`src/fir_macros.svh`:
```
`ifndef FIR_MACROS_SVH
`define FIR_MACROS_SVH

// filter geometry, segment count must be a power of two
`define FIR_NUM_SEG 2
`define FIR_TAPS 4

// datapath widths
`define FIR_DATA_W 16
`define FIR_OUT_W 24

// register port
`define FIR_ADDR_W 6

// ctrl: bit 0 sine enable, bits 7:4 output shift
`define FIR_REG_CTRL 6'h00
// write only, arms one injected sample
`define FIR_REG_INJECT 6'h01
`define FIR_REG_RESULT 6'h02
`define FIR_REG_SHIFT_OUT 6'h03
// coefficient k of segment s at base + s*taps + k
`define FIR_REG_COEF_BASE 6'h10

`define FIR_SHIFT_RESET 4'd0

`endif

```
`src/fir_pkg.sv`:
```
`include "fir_macros.svh"

package fir_pkg;

	// sample and coefficient words
	typedef logic signed [`FIR_DATA_W-1:0] sample_t;
	typedef logic signed [`FIR_DATA_W-1:0] coef_t;

	// partial sum of one segment
	typedef logic signed [`FIR_OUT_W-1:0] acc_t;

	// full sum out of the adder tree, one bit per tree level
	typedef logic signed [`FIR_OUT_W+$clog2(`FIR_NUM_SEG)-1:0] sum_t;

	typedef logic [`FIR_ADDR_W-1:0] reg_addr_t;

	// segment mac sequencer
	typedef enum logic [1:0] {
		seg_idle,
		seg_acc,
		seg_done
	} seg_state_t;

	// one period of a full scale sine, 16 points
	localparam sample_t sine_table [16] = '{
		16'sd0,      16'sd12539,  16'sd23170,  16'sd30273,
		16'sd32767,  16'sd30273,  16'sd23170,  16'sd12539,
		16'sd0,      -16'sd12539, -16'sd23170, -16'sd30273,
		-16'sd32767, -16'sd30273, -16'sd23170, -16'sd12539
	};

endpackage

```
`src/fir_segment.sv`:
```
`timescale 1ns/10ps
`include "fir_macros.svh"

module fir_segment (
	input  logic                         clk_i,
	input  logic                         rst_ni,
	input  logic                         valid_i,
	input  fir_pkg::sample_t             sample_i,
	input  logic                         coef_we_i,
	input  logic [$clog2(`FIR_TAPS)-1:0] coef_idx_i,
	input  fir_pkg::coef_t               coef_data_i,
	output fir_pkg::sample_t             sample_shift_o,
	output logic                         valid_o,
	output fir_pkg::acc_t                acc_o
);

	localparam int TAP_W = $clog2(`FIR_TAPS);
	localparam logic [TAP_W-1:0] LAST_TAP = TAP_W'(`FIR_TAPS - 1);

	fir_pkg::sample_t line_q [`FIR_TAPS];
	fir_pkg::coef_t coef_q [`FIR_TAPS];
	fir_pkg::seg_state_t state_q;
	logic [TAP_W-1:0] tap_q;
	fir_pkg::acc_t acc_q;
	logic signed [2*`FIR_DATA_W-1:0] prod;

	// coefficient store, loaded from the register port
	always_ff @(posedge clk_i) begin
		if (coef_we_i) begin
			coef_q[coef_idx_i] <= coef_data_i;
		end
	end

	// delay line, newest sample at index 0
	always_ff @(posedge clk_i or negedge rst_ni) begin
		if (!rst_ni) begin
			for (int k = 0; k < `FIR_TAPS; k++) begin
				line_q[k] <= '0;
			end
		end else if (valid_i && state_q == fir_pkg::seg_idle) begin
			line_q[0] <= sample_i;
			for (int k = 1; k < `FIR_TAPS; k++) begin
				line_q[k] <= line_q[k-1];
			end
		end
	end

	// oldest sample feeds the next segment
	assign sample_shift_o = line_q[`FIR_TAPS-1];

	// one full precision tap product per cycle
	always_comb begin
		prod = line_q[tap_q] * coef_q[tap_q];
	end

	// mac sequencer
	// idle -> acc for one cycle per tap -> done pulses valid_o
	always_ff @(posedge clk_i or negedge rst_ni) begin
		if (!rst_ni) begin
			state_q <= fir_pkg::seg_idle;
			tap_q <= '0;
			acc_q <= '0;
			valid_o <= 1'b0;
		end else begin
			valid_o <= 1'b0;
			case (state_q)
				fir_pkg::seg_idle: begin
					if (valid_i) begin
						acc_q <= '0;
						tap_q <= '0;
						state_q <= fir_pkg::seg_acc;
					end
				end
				fir_pkg::seg_acc: begin
					// partial sum wraps at the output width
					acc_q <= acc_q + fir_pkg::acc_t'(prod);
					tap_q <= tap_q + 1'b1;
					if (tap_q == LAST_TAP) begin
						state_q <= fir_pkg::seg_done;
					end
				end
				fir_pkg::seg_done: begin
					valid_o <= 1'b1;
					state_q <= fir_pkg::seg_idle;
				end
				default: begin
					state_q <= fir_pkg::seg_idle;
				end
			endcase
		end
	end

	// partial sum held for the adder tree
	always_ff @(posedge clk_i) begin
		if (state_q == fir_pkg::seg_done) begin
			acc_o <= acc_q;
		end
	end

endmodule

```
`src/fir_adder_tree.sv`:
```
`timescale 1ns/10ps

module fir_adder_tree #(
	parameter int NUM_IN = 2
) (
	input  logic          clk_i,
	input  logic          rst_ni,
	input  fir_pkg::acc_t acc_i [NUM_IN],
	output fir_pkg::sum_t sum_o
);

	localparam int LEVELS = $clog2(NUM_IN);

	fir_pkg::sum_t leaf [NUM_IN];

	// sign extend the partial sums to the tree width
	always_comb begin
		for (int i = 0; i < NUM_IN; i++) begin
			leaf[i] = fir_pkg::sum_t'(acc_i[i]);
		end
	end

	generate
		if (LEVELS == 0) begin : g_pass
			// single segment, nothing to add
			assign sum_o = leaf[0];
		end else begin : g_tree
			// node_q[l][i] is pair sum i of level l
			fir_pkg::sum_t node_q [LEVELS][NUM_IN/2];

			always_ff @(posedge clk_i or negedge rst_ni) begin
				if (!rst_ni) begin
					for (int l = 0; l < LEVELS; l++) begin
						for (int i = 0; i < NUM_IN/2; i++) begin
							node_q[l][i] <= '0;
						end
					end
				end else begin
					for (int i = 0; i < NUM_IN/2; i++) begin
						node_q[0][i] <= leaf[2*i] + leaf[2*i+1];
					end
					// each level halves the node count
					for (int l = 1; l < LEVELS; l++) begin
						for (int i = 0; i < (NUM_IN >> (l + 1)); i++) begin
							node_q[l][i] <= node_q[l-1][2*i] + node_q[l-1][2*i+1];
						end
					end
				end
			end

			assign sum_o = node_q[LEVELS-1][0];
		end
	endgenerate

endmodule

```
`src/fir_reg_file.sv`:
```
`timescale 1ns/10ps
`include "fir_macros.svh"

module fir_reg_file (
	input  logic                         clk_i,
	input  logic                         rst_ni,
	input  logic                         reg_we_i,
	input  fir_pkg::reg_addr_t           reg_addr_i,
	input  logic [31:0]                  reg_wdata_i,
	output logic [31:0]                  reg_rdata_o,
	output logic [`FIR_NUM_SEG-1:0]      coef_we_o,
	output logic [$clog2(`FIR_TAPS)-1:0] coef_idx_o,
	output fir_pkg::coef_t               coef_data_o,
	output logic [3:0]                   shift_amount_o,
	output logic                         sine_en_o,
	output logic                         inject_armed_o,
	output fir_pkg::sample_t             inject_sample_o,
	input  logic                         inject_take_i,
	input  logic                         result_we_i,
	input  fir_pkg::sum_t                result_i,
	input  logic                         shift_out_we_i,
	input  fir_pkg::sample_t             shift_out_i
);

	localparam int TAP_W = $clog2(`FIR_TAPS);
	localparam int NUM_COEF = `FIR_NUM_SEG * `FIR_TAPS;

	fir_pkg::reg_addr_t coef_off;
	logic coef_hit;
	fir_pkg::sum_t result_q;
	fir_pkg::sample_t shift_out_q;

	// coefficient window decode, offset splits into segment and tap
	always_comb begin
		coef_off = reg_addr_i - `FIR_REG_COEF_BASE;
		coef_hit = (reg_addr_i >= `FIR_REG_COEF_BASE) && (coef_off < `FIR_ADDR_W'(NUM_COEF));
		for (int s = 0; s < `FIR_NUM_SEG; s++) begin
			coef_we_o[s] = reg_we_i && coef_hit && (int'(coef_off >> TAP_W) == s);
		end
	end

	assign coef_idx_o = coef_off[TAP_W-1:0];
	assign coef_data_o = reg_wdata_i[`FIR_DATA_W-1:0];

	// control register
	always_ff @(posedge clk_i or negedge rst_ni) begin
		if (!rst_ni) begin
			shift_amount_o <= `FIR_SHIFT_RESET;
			sine_en_o <= 1'b0;
		end else if (reg_we_i && reg_addr_i == `FIR_REG_CTRL) begin
			sine_en_o <= reg_wdata_i[0];
			shift_amount_o <= reg_wdata_i[7:4];
		end
	end

	// one shot injection, a new write wins over a take in the same cycle
	always_ff @(posedge clk_i or negedge rst_ni) begin
		if (!rst_ni) begin
			inject_armed_o <= 1'b0;
		end else if (reg_we_i && reg_addr_i == `FIR_REG_INJECT) begin
			inject_armed_o <= 1'b1;
		end else if (inject_take_i) begin
			inject_armed_o <= 1'b0;
		end
	end

	always_ff @(posedge clk_i) begin
		if (reg_we_i && reg_addr_i == `FIR_REG_INJECT) begin
			inject_sample_o <= reg_wdata_i[`FIR_DATA_W-1:0];
		end
	end

	// readback copies from the datapath
	always_ff @(posedge clk_i or negedge rst_ni) begin
		if (!rst_ni) begin
			result_q <= '0;
			shift_out_q <= '0;
		end else begin
			if (result_we_i) begin
				result_q <= result_i;
			end
			if (shift_out_we_i) begin
				shift_out_q <= shift_out_i;
			end
		end
	end

	// read mux, signed values are sign extended
	always_comb begin
		case (reg_addr_i)
			`FIR_REG_CTRL: reg_rdata_o = {24'd0, shift_amount_o, 3'd0, sine_en_o};
			`FIR_REG_RESULT: reg_rdata_o = 32'(result_q);
			`FIR_REG_SHIFT_OUT: reg_rdata_o = 32'(shift_out_q);
			default: reg_rdata_o = '0;
		endcase
	end

endmodule

```
`src/fir_sine_gen.sv`:
```
`timescale 1ns/10ps

module fir_sine_gen (
	input  logic             clk_i,
	input  logic             rst_ni,
	input  logic             step_i,
	output fir_pkg::sample_t sine_o
);

	// position in the 16 entry table, wraps after one period
	logic [3:0] idx_q;

	always_ff @(posedge clk_i or negedge rst_ni) begin
		if (!rst_ni) begin
			idx_q <= '0;
		end else if (step_i) begin
			idx_q <= idx_q + 4'd1;
		end
	end

	// current tone value, the next one appears after a step
	assign sine_o = fir_pkg::sine_table[idx_q];

endmodule

```
`src/fir_parallel.sv`:
```
`timescale 1ns/10ps
`include "fir_macros.svh"

module fir_parallel (
	input  logic                          clk_i,
	input  logic                          rst_ni,
	input  logic                          valid_strobe_i,
	input  fir_pkg::sample_t              sample_i,
	input  logic                          reg_we_i,
	input  fir_pkg::reg_addr_t            reg_addr_i,
	input  logic [31:0]                   reg_wdata_i,
	output logic [31:0]                   reg_rdata_o,
	output logic                          valid_strobe_o,
	output logic signed [`FIR_OUT_W-1:0]  y_o
);

	localparam int NUM_SEG = `FIR_NUM_SEG;
	localparam int LAST = NUM_SEG - 1;
	localparam int TREE_LAT = $clog2(`FIR_NUM_SEG);

	// register file side
	logic [NUM_SEG-1:0] coef_we;
	logic [$clog2(`FIR_TAPS)-1:0] coef_idx;
	fir_pkg::coef_t coef_data;
	logic [3:0] shift_amount;
	logic sine_en;
	logic inject_armed;
	fir_pkg::sample_t inject_sample;
	logic inject_take;

	// input stage
	logic strobe_q;
	logic strobe_rise;
	logic start_q;

	// segment chain
	fir_pkg::sample_t seg_in_q [NUM_SEG];
	fir_pkg::sample_t seg_shift [NUM_SEG];
	logic [NUM_SEG-1:0] seg_valid;
	fir_pkg::acc_t seg_acc [NUM_SEG];
	logic seg_all_valid;

	// output stage
	fir_pkg::sum_t tree_sum;
	logic tree_wait_q;
	logic [3:0] tree_cnt_q;
	logic out_fire;
	fir_pkg::sample_t sine;

	fir_reg_file u_regs (
		.clk_i,
		.rst_ni,
		.reg_we_i,
		.reg_addr_i,
		.reg_wdata_i,
		.reg_rdata_o,
		.coef_we_o(coef_we),
		.coef_idx_o(coef_idx),
		.coef_data_o(coef_data),
		.shift_amount_o(shift_amount),
		.sine_en_o(sine_en),
		.inject_armed_o(inject_armed),
		.inject_sample_o(inject_sample),
		.inject_take_i(inject_take),
		.result_we_i(out_fire),
		.result_i(tree_sum),
		.shift_out_we_i(seg_all_valid),
		.shift_out_i(seg_shift[LAST])
	);

	assign strobe_rise = valid_strobe_i && !strobe_q;
	assign inject_take = strobe_rise && inject_armed;

	// all segments run in lockstep and finish together
	assign seg_all_valid = &seg_valid;

	// edge detect, sample capture and chaining between segments
	always_ff @(posedge clk_i or negedge rst_ni) begin
		if (!rst_ni) begin
			strobe_q <= 1'b0;
			start_q <= 1'b0;
			for (int s = 0; s < NUM_SEG; s++) begin
				seg_in_q[s] <= '0;
			end
		end else begin
			strobe_q <= valid_strobe_i;
			start_q <= strobe_rise;
			if (strobe_rise) begin
				seg_in_q[0] <= inject_armed ? inject_sample : sample_i;
			end
			// oldest sample of segment s becomes next input of s+1
			if (seg_all_valid) begin
				for (int s = 1; s < NUM_SEG; s++) begin
					seg_in_q[s] <= seg_shift[s-1];
				end
			end
		end
	end

	for (genvar s = 0; s < NUM_SEG; s++) begin : g_seg
		fir_segment u_seg (
			.clk_i,
			.rst_ni,
			.valid_i(start_q),
			.sample_i(seg_in_q[s]),
			.coef_we_i(coef_we[s]),
			.coef_idx_i(coef_idx),
			.coef_data_i(coef_data),
			.sample_shift_o(seg_shift[s]),
			.valid_o(seg_valid[s]),
			.acc_o(seg_acc[s])
		);
	end

	fir_adder_tree #(
		.NUM_IN(NUM_SEG)
	) u_tree (
		.clk_i,
		.rst_ni,
		.acc_i(seg_acc),
		.sum_o(tree_sum)
	);

	fir_sine_gen u_sine (
		.clk_i,
		.rst_ni,
		.step_i(out_fire),
		.sine_o(sine)
	);

	// tree result is ready TREE_LAT cycles after the segments finish
	assign out_fire = (TREE_LAT == 0) ? seg_all_valid : (tree_wait_q && tree_cnt_q == '0);

	always_ff @(posedge clk_i or negedge rst_ni) begin
		if (!rst_ni) begin
			tree_wait_q <= 1'b0;
			tree_cnt_q <= '0;
			valid_strobe_o <= 1'b0;
			y_o <= '0;
		end else begin
			valid_strobe_o <= out_fire;
			if (seg_all_valid && TREE_LAT != 0) begin
				tree_wait_q <= 1'b1;
				tree_cnt_q <= 4'(TREE_LAT - 1);
			end else if (tree_wait_q) begin
				if (tree_cnt_q == '0) begin
					tree_wait_q <= 1'b0;
				end else begin
					tree_cnt_q <= tree_cnt_q - 4'd1;
				end
			end
			// low output bits of the sum, or the test tone
			if (out_fire) begin
				if (sine_en) begin
					y_o <= fir_pkg::acc_t'(sine) <<< shift_amount;
				end else begin
					y_o <= fir_pkg::acc_t'(tree_sum) <<< shift_amount;
				end
			end
		end
	end

endmodule

```
`config.mk`:
```
export PLATFORM = sky130hd
export DESIGN_NAME = fir_parallel
export DESIGN_NICKNAME = d
export VERILOG_FILES = /design/src/fir_pkg.sv /design/src/fir_segment.sv /design/src/fir_adder_tree.sv /design/src/fir_reg_file.sv /design/src/fir_sine_gen.sv /design/src/fir_parallel.sv
export VERILOG_INCLUDE_DIRS = /design/src
export SDC_FILE = /design/constraint.sdc
export NUM_CORES = 2
export LEC_CHECK = 0
export BUFFER_PORTS_ARGS = -buffer_cell sky130_fd_sc_hd__buf_2
export CAP_MARGIN = 20
export CELL_PAD_IN_SITES_DETAIL_PLACEMENT = 2
export CELL_PAD_IN_SITES_GLOBAL_PLACEMENT = 2
export CORE_ASPECT_RATIO = 0.9
export CORE_MARGIN = 2
export CORE_UTILIZATION = 25
export DETAILED_ROUTE_END_ITERATION = 10
export GPL_ROUTABILITY_DRIVEN = 0
export PLACE_DENSITY_LB_ADDON = 0.1
export REMOVE_ABC_BUFFERS = 1
export SLEW_MARGIN = 20
export SYNTH_ARGS = -nofsm -noshare
export SYNTH_HDL_FRONTEND = slang
export SYNTH_HIERARCHICAL = 1
export SYNTH_SLANG_ARGS = --single-unit
```
`constraint.sdc`:
```
create_clock -name clk_i -period 17.5 [get_ports clk_i]
set_input_delay 1.75 -clock clk_i [delete_from_list [all_inputs] [get_ports clk_i]]
set_output_delay 1.75 -clock clk_i [all_outputs]
set_load 0.01 [all_outputs]
```
Word-level counts from Yosys, hierarchy flattened
Memory sizes are Yosys's and may differ from the RTL's.
Cells that the tools add are included.
{"block": "word_totals", "register_bits": 390, "latch_bits": 0, "ram_bits": 128, "mem_bits_ro": 256, "inputBits": 58, "out_inout_bits": 57, "n_memories": 3}
{"block": "classes", "n_addsub": 8, "multipliers": 2, "div": 0, "n_lt_le_gt_ge": 5, "eq_ne": 15, "n_shift": 2, "muxes": 36, "bitwise": 3, "n_reduce_logical": 27}
{"memory": "(no name shown)", "depth": 16, "word_bits": 16, "read_ports": 1, "rd_ports_with_merged_regs": 0, "wr": 0, "line": "fir_sine_gen.sv:22", "rtl": "assign sine_o = fir_pkg::sine_table[idx_q];"}
{"memory": "g_seg[0].u_seg.coef_q", "depth": 4, "word_bits": 16, "read_ports": 1, "rd_ports_with_merged_regs": 0, "wr": 1, "line": "fir_segment.sv:21", "rtl": "fir_pkg::coef_t coef_q [`FIR_TAPS];"}
{"memory": "g_seg[1].u_seg.coef_q", "depth": 4, "word_bits": 16, "read_ports": 1, "rd_ports_with_merged_regs": 0, "wr": 1, "line": "fir_segment.sv:21"}
{"cell": "16-bit two-way mux", "n": 7}
{"cell": "24-bit one-hot mux with 2 select lines", "n": 2}
{"cell": "32-bit one-hot mux with 3 select lines", "n": 1}
{"cell": "16-bit binary-select mux with 2-bit select", "n": 2}
{"cell": "24-bit adder", "n": 2}
{"cell": "16-bit by 16-bit multiplier with 24-bit output", "n": 2}
{"cell": "24-bit two-way mux", "n": 2}
{"cell": "32-bit zero test", "n": 1}
{"cell": "24-bit by 24-bit adder with 25-bit output", "n": 1}
{"cell": "16-bit by 4-bit <<< shifter with 24-bit output", "n": 1}
{"cell": "24-bit by 4-bit <<< shifter with 24-bit output", "n": 1}
{"cell": "2-bit one-hot mux with 2 select lines", "n": 4}
{"cell": "6-bit by 2-bit == test with 1-bit output (second input constant)", "n": 2}
{"cell": "4-bit two-way mux", "n": 3}
{"cell": "2-bit AND reduction", "n": 6}
{"cell": "1-bit logical AND", "n": 11}
{"cell": "1-bit two-way mux", "n": 11}
{"cell": "2-bit == test (second input constant)", "n": 4}
{"cell": "2-bit two-way mux", "n": 4}
{"cell": "2-bit nonzero test", "n": 4}
{"cell": "6-bit by 1-bit == test with 1-bit output (second input constant)", "n": 1}
{"cell": "3-bit greater-or-equal comparator (second input constant)", "n": 2}
{"cell": "6-bit by 5-bit greater-or-equal comparator with 1-bit output (second input constant)", "n": 1}
{"cell": "6-bit zero test", "n": 1}
{"cell": "other kinds (15)", "n": 22}

Longest topological paths before layout
{"block": "logic_depth", "ltp_word": 7, "mapped_depth": 30}

By module
Netlist, hierarchy kept.
{"module": "fir_segment (g_seg[0].u_seg)", "n_inst": 1, "cells_each": 1579, "area_each_um2": 15723.8}
{"module": "fir_segment (g_seg[1].u_seg)", "n_inst": 1, "cells_each": 1567, "area_each_um2": 15675.0}
{"module": "fir_parallel", "n_inst": 1, "cells_each": 390, "area_each_um2": 4179.0}
{"module": "fir_reg_file", "n_inst": 1, "cells_each": 216, "area_each_um2": 2892.8}
{"module": "fir_adder_tree", "n_inst": 1, "cells_each": 205, "area_each_um2": 1890.6}
{"module": "fir_sine_gen", "n_inst": 1, "cells_each": 57, "area_each_um2": 535.5}

Worst setup path after synthesis
No wires, ideal clock.
{"block": "synth_timing", "path_kind": "register to register", "start": "reg g_seg[1].u_seg.tap_q[0]", "end": "reg g_seg[1].u_seg.acc_q[23]", "setup_ns": 0.130, "t_arrival_ns": 7.022, "slack_ns": 10.349, "stages_incl_launch_ff": 29, "synth_period_minus_slack_ns": 7.151, "cell_sequence": "dfrtp_1 > buf_6 > buf_8 > buf_8 > buf_2 > buf_2 > buf_2 > mux2_1 > o21ai_1 > nor2_1 > fa_1 > inv_1 > fa_1 > fa_1 > inv_1 > fa_1 > fa_1 > inv_1 > fa_1 > inv_1 > ha_1 > a21o_1 > a21oi_1 > nor2b_1 > nor4_2 > o21ai_1 > a211oi_1 > xnor2_1 > o21ai_1"}
{"block": "synth_via", "elab_chain_cells": 7, "word_cells_on_any_way": 8, "classes_between": "add/sub: 1; mul: 1; mux: 4; bitwise: 1; memory: 1"}
{"element": "start, declared", "line": "fir_segment.sv:23", "rtl": "logic [TAP_W-1:0] tap_q;"}
{"element": "start signal, assigned", "line": "fir_segment.sv:77", "rtl": "tap_q <= tap_q + 1'b1;"}
{"element": "2-bit NOT with 3-bit output (implied by the code)", "line": "fir_segment.sv:53", "rtl": "prod = line_q[tap_q] * coef_q[tap_q];"}
{"element": "16-bit binary-select mux with 2-bit select", "line": "fir_segment.sv:53"}
{"element": "16-bit two-way mux (implied by the code) (2 in a row)", "line": "fir_segment.sv:53"}
{"element": "16-bit by 16-bit multiplier with 24-bit output *", "line": "fir_segment.sv:53"}
{"element": "24-bit adder *", "line": "fir_segment.sv:76", "rtl": "acc_q <= acc_q + fir_pkg::acc_t'(prod);"}
{"element": "24-bit one-hot mux with 2 select lines *", "line": "fir_segment.sv:66", "rtl": "case (state_q)"}
{"element": "end signal, assigned", "line": "fir_segment.sv:76"}
{"element": "end, declared", "line": "fir_segment.sv:24", "rtl": "fir_pkg::acc_t acc_q;"}
Mark *: on every way between the ends. The rest lies on a longest branch, timed or not. The select of a mux whose other input is x is not followed.
A chain may end at the register's enable or synchronous reset.

Final worst setup path
{"block": "layout_timing", "start": "reg g_seg[0].u_seg.tap_q[0]", "end": "reg g_seg[0].u_seg.acc_q[23]"}
{"block": "layout_via", "elab_chain_cells": 7, "word_cells_on_any_way": 8, "classes_between": "add/sub: 1; mul: 1; mux: 4; bitwise: 1; memory: 1"}
{"element": "start, declared", "line": "fir_segment.sv:23"}
{"element": "start signal, assigned", "line": "fir_segment.sv:77"}
{"element": "2-bit NOT with 3-bit output (implied by the code)", "line": "fir_segment.sv:53"}
{"element": "16-bit binary-select mux with 2-bit select", "line": "fir_segment.sv:53"}
{"element": "16-bit two-way mux (implied by the code) (2 in a row)", "line": "fir_segment.sv:53"}
{"element": "16-bit by 16-bit multiplier with 24-bit output *", "line": "fir_segment.sv:53"}
{"element": "24-bit adder *", "line": "fir_segment.sv:76"}
{"element": "24-bit one-hot mux with 2 select lines *", "line": "fir_segment.sv:66"}
{"element": "end signal, assigned", "line": "fir_segment.sv:76"}
{"element": "end, declared", "line": "fir_segment.sv:24"}
Marked as above.

==> results.md <==
* Synth area leaders: fa_1, dfrtp_1, edfxtp_1
* Total iterations of the first detailed-routing run at 5
* Placed cell area at 0.0433 mm^2
* Starting Density at between 20% and 30%
* CTS tree: built
* Row Count at 140
* Ratio of cells with drive above 1 in the final layout at ~11%
* Ports at around 120
* Design area at between 0.04 and 0.05 mm^2
* Register area share after synthesis at 34.0%
* R2R setup slack at approximately 9 ns
* Asr flop ratio synth at ~63%
* Number of fill cells at about 18,000
* DRC viols at 0
* Clk buf depth at 3
* R2R depth at 22
* Vias per inst at 4.43
* Final Hold Violating Endpoints at 0
* Drt wl/cell at between 20 and 25 um
* H-tree depth at 2
* RSZ-0062 raised after global routing: false
* Yosys Warn Count at 6
* Vias in the first global route at about 31,000
* Die ar. at 0.167 mm^2
* Post-synth top area share at about a fifth
* Hold Startpoint: seg_in_q[18]$_DFFE_PN0P_
* Final sum of negative setup slack at 0 ns
* Worst setup EP type: flop
* Post_cts resized at 0
* Worst-Margin Slew at about 1.1 ns
* Final worst-path cycle share at about half
* Post-Synthesis Cell Area at about 0.041 mm^2
* # port buffers at 98
* Clk pin slew, worst setup/hold paths at roughly 0.060 ns
* CP startpoint: g_seg[0].u_seg/tap_q[0]$_DFFE_PN0P_
* Post-layout minimum cycle time at around 8.5 ns
* DRT iter0 DRCs at 1,079
* Synth-to-Final Area Change at 10.9%
* Most common cell after layout, fill and taps aside: nand2_1
* Synth cell types at 85
* Post-CTS Setup Bufs at 0
* Core area at 0.162 mm^2
* Largest net degree at the start of global routing at around 150
* Final #Nets at 4,686
* GRT Util Overall at between 10% and 20%
* Worst endpoint required time at approximately 18 ns
* First-pass GRT wire length at 205,000 um
* Peak fanout along the critical path at 45
* FMAX at 118 MHz
* HPWL Detailed at between 100,000 and 150,000 um
* Skew-Pair Late Insertion Delay at roughly 0.7 ns
* Critical R2R Launch: g_seg[0].u_seg/tap_q[0]$_DFFE_PN0P_
* Number of flops mapped to enable cells by yosys at 192
* # setup viols final at 0
* Post-route ant nets at 0
* Clock Root Buffer: clkbuf_16
* Smallest hold slack at 0.436 ns
* Hold Path Class: reg -> reg
* Die extent in x at 430 um
* Kind of start point of the critical path: flop
* Leading area contributor after synthesis: fa_1
* Post-Synthesis Cells at around 4,000
* Hold endpoint: g_seg[0].u_seg/line_q[50]$_DFFE_PN0P_
* Max cap viols at 0
* Most frequent cells in the layout: nand2_1, inv_1, fa_1, dfrtp_1, nor2_1
* WS Path Type: reg -> reg
* Reg-to-reg endpoint: g_seg[0].u_seg/acc_q[23]$_DFFE_PN0P_
* Flop and latch count out of synthesis at 518
* Die Ht at 388 um
* GRT overflow at 0
* Initial antenna violation count at 6
* Clock Sinks at 518
* Status: completed
* Skew final at 0.0596 ns
* Clock buffer count from CTS at 60
* Hold buffers post-CTS at 0
* Via count at 27,500
* Crit path arrival time at around 9.0 ns
* Hold Path Stages at 2
* Mapped Avg Cell Area at around 10 um^2
* Relative slew slack at between 20% and 30%
* Post-layout util at roughly 28%
* Final wirelength at between 100,000 and 150,000 um
* Primary FF master, synth: dfrtp_1
* Final Max Slew Viols at 0
==> Yosys cell counts, types with 9 or more instances <==
master	count
o21bai_1	12
nor2_1	265
mux2i_1	114
xor2_1	32
mux2_2	93
edfxtp_1	192
a31oi_1	10
o211ai_1	15
mux4_1	11
o21a_1	19
nor2b_1	30
inv_1	657
o21ai_0	98
buf_1	9
nand2_1	712
dfrtp_1	326
xnor2_1	77
o31ai_1	10
nor3_1	9
nand3_1	51
fa_1	419
nand2b_1	34
a21oi_1	76
buf_4	69
buf_2	29
a21o_1	23
ha_1	198
o21ai_1	44
clkbuf_1	98
and2_1	91
mux4_2	42
==> logic make-up (layout without fill, tap and decap cells) <==
| kind of cell | Yosys count | after routing | share of synthesized area, % |
|---|---|---|---|
| other | 0 | 6 | 0 |
| xor gates and xnor gates | 117 | 117 | 2.68 |
| and+or+nand+nor | 1245 | 1245 | 13.1 |
| buffers and inverters | 879 | 928 | 9.09 |
| AOI/OAI and AO/OA | 360 | 360 | 5.44 |
| adders and majority gates | 617 | 617 | 26.6 |
| DFF | 518 | 518 | 34.0 |
| muxes | 278 | 278 | 9.11 |
==> area by class of cell <==
| class | count | area [um^2] | area share [%] |
|---|---|---|---|
| sequential | 518 | 13900 | 30.7 |
| tap | 2130 | 2670 | 5.87 |
| multi-input combinational | 2617 | 23300 | 51.4 |
| inverter | 661 | 2480 | 5.47 |
| clock inverter | 38 | 383 | 0.844 |
| antenna | 6 | 15.0 | 0.0331 |
| clock buffer | 76 | 1640 | 3.62 |
| timing repair buffer | 153 | 926 | 2.04 |
==> worst max path at each step <==
stage / slack [ns] / endpoint
6_report: 9.03 / g_seg[0].u_seg/acc_q[23]$_DFFE_PN0P_
5_1_grt: 8.56 / g_seg[0].u_seg/acc_q[23]$_DFFE_PN0P_
4_1_cts: 8.77 / g_seg[0].u_seg/acc_q[23]$_DFFE_PN0P_
3_5_place_dp: 8.78 / g_seg[0].u_seg/acc_q[23]$_DFFE_PN0P_
3_3_place_gp: 8.80 / g_seg[0].u_seg/acc_q[23]$_DFFE_PN0P_
2_1_floorplan: 9.01 / g_seg[0].u_seg/acc_q[22]$_DFFE_PN0P_
==> registers in the layout, summed over array words and instances (netlist names), 2 cells and up <==
| signal | cells |
|---|---|
| g_seg.u_seg/coef_q | 128 |
| g_seg.u_seg/line_q | 96 |
| g_seg.u_seg/acc_o | 48 |
| g_seg.u_seg/acc_q | 48 |
| g_seg.u_seg/sample_shift_o | 32 |
| seg_in_q | 32 |
| u_regs/result_q | 25 |
| u_tree/sum_o | 25 |
| y_o | 24 |
| u_regs/inject_sample_o | 16 |
| u_regs/shift_out_q | 16 |
| g_seg.u_seg/state_q | 4 |
| g_seg.u_seg/tap_q | 4 |
| tree_cnt_q | 4 |
| u_regs/shift_amount_o | 4 |
| u_sine/idx_q | 4 |
| g_seg.u_seg/valid_o | 2 |
==> routing by layer <==
metal	global-route usage (%)	vias up	part of all wire, %	wire length (um)
li1	-	12700	-	-
met1	23.4	14500	49	65600
met2	27.2	225	48	63600
met3	1.52	97	2.1	2750
met4	2.76	0	1.4	1840
met5	0	-	0	0
==> worst max-delay path, stage by stage (launching register included) <==
cell,delay (ns)
dfrtp_4,0.57
buf_4,0.70
mux2_2,0.44
o21ai_1,0.74
nor2_1,0.15
fa_1,0.57
inv_1,0.05
fa_1,0.48
fa_1,0.53
fa_1,0.55
inv_1,0.05
fa_1,0.47
inv_1,0.05
fa_1,0.47
inv_1,0.04
ha_1,0.33
and4_1,0.19
a221oi_1,0.70
o311ai_1,0.25
a21oi_1,0.41
a21oi_1,0.24
xnor2_1,0.22
o21ai_1,0.07
==> per-stage QoR <==
stage	cells	worst slack [ns]
floorplan	3796	9.01
global placement	6079	8.80
detailed placement	6079	8.78
CTS	6193	8.77
global route	6193	8.56
finish	6199	9.03
Power is not shown: default switching activity piles up to over one toggle a cycle in this logic, so the estimate is an artifact.
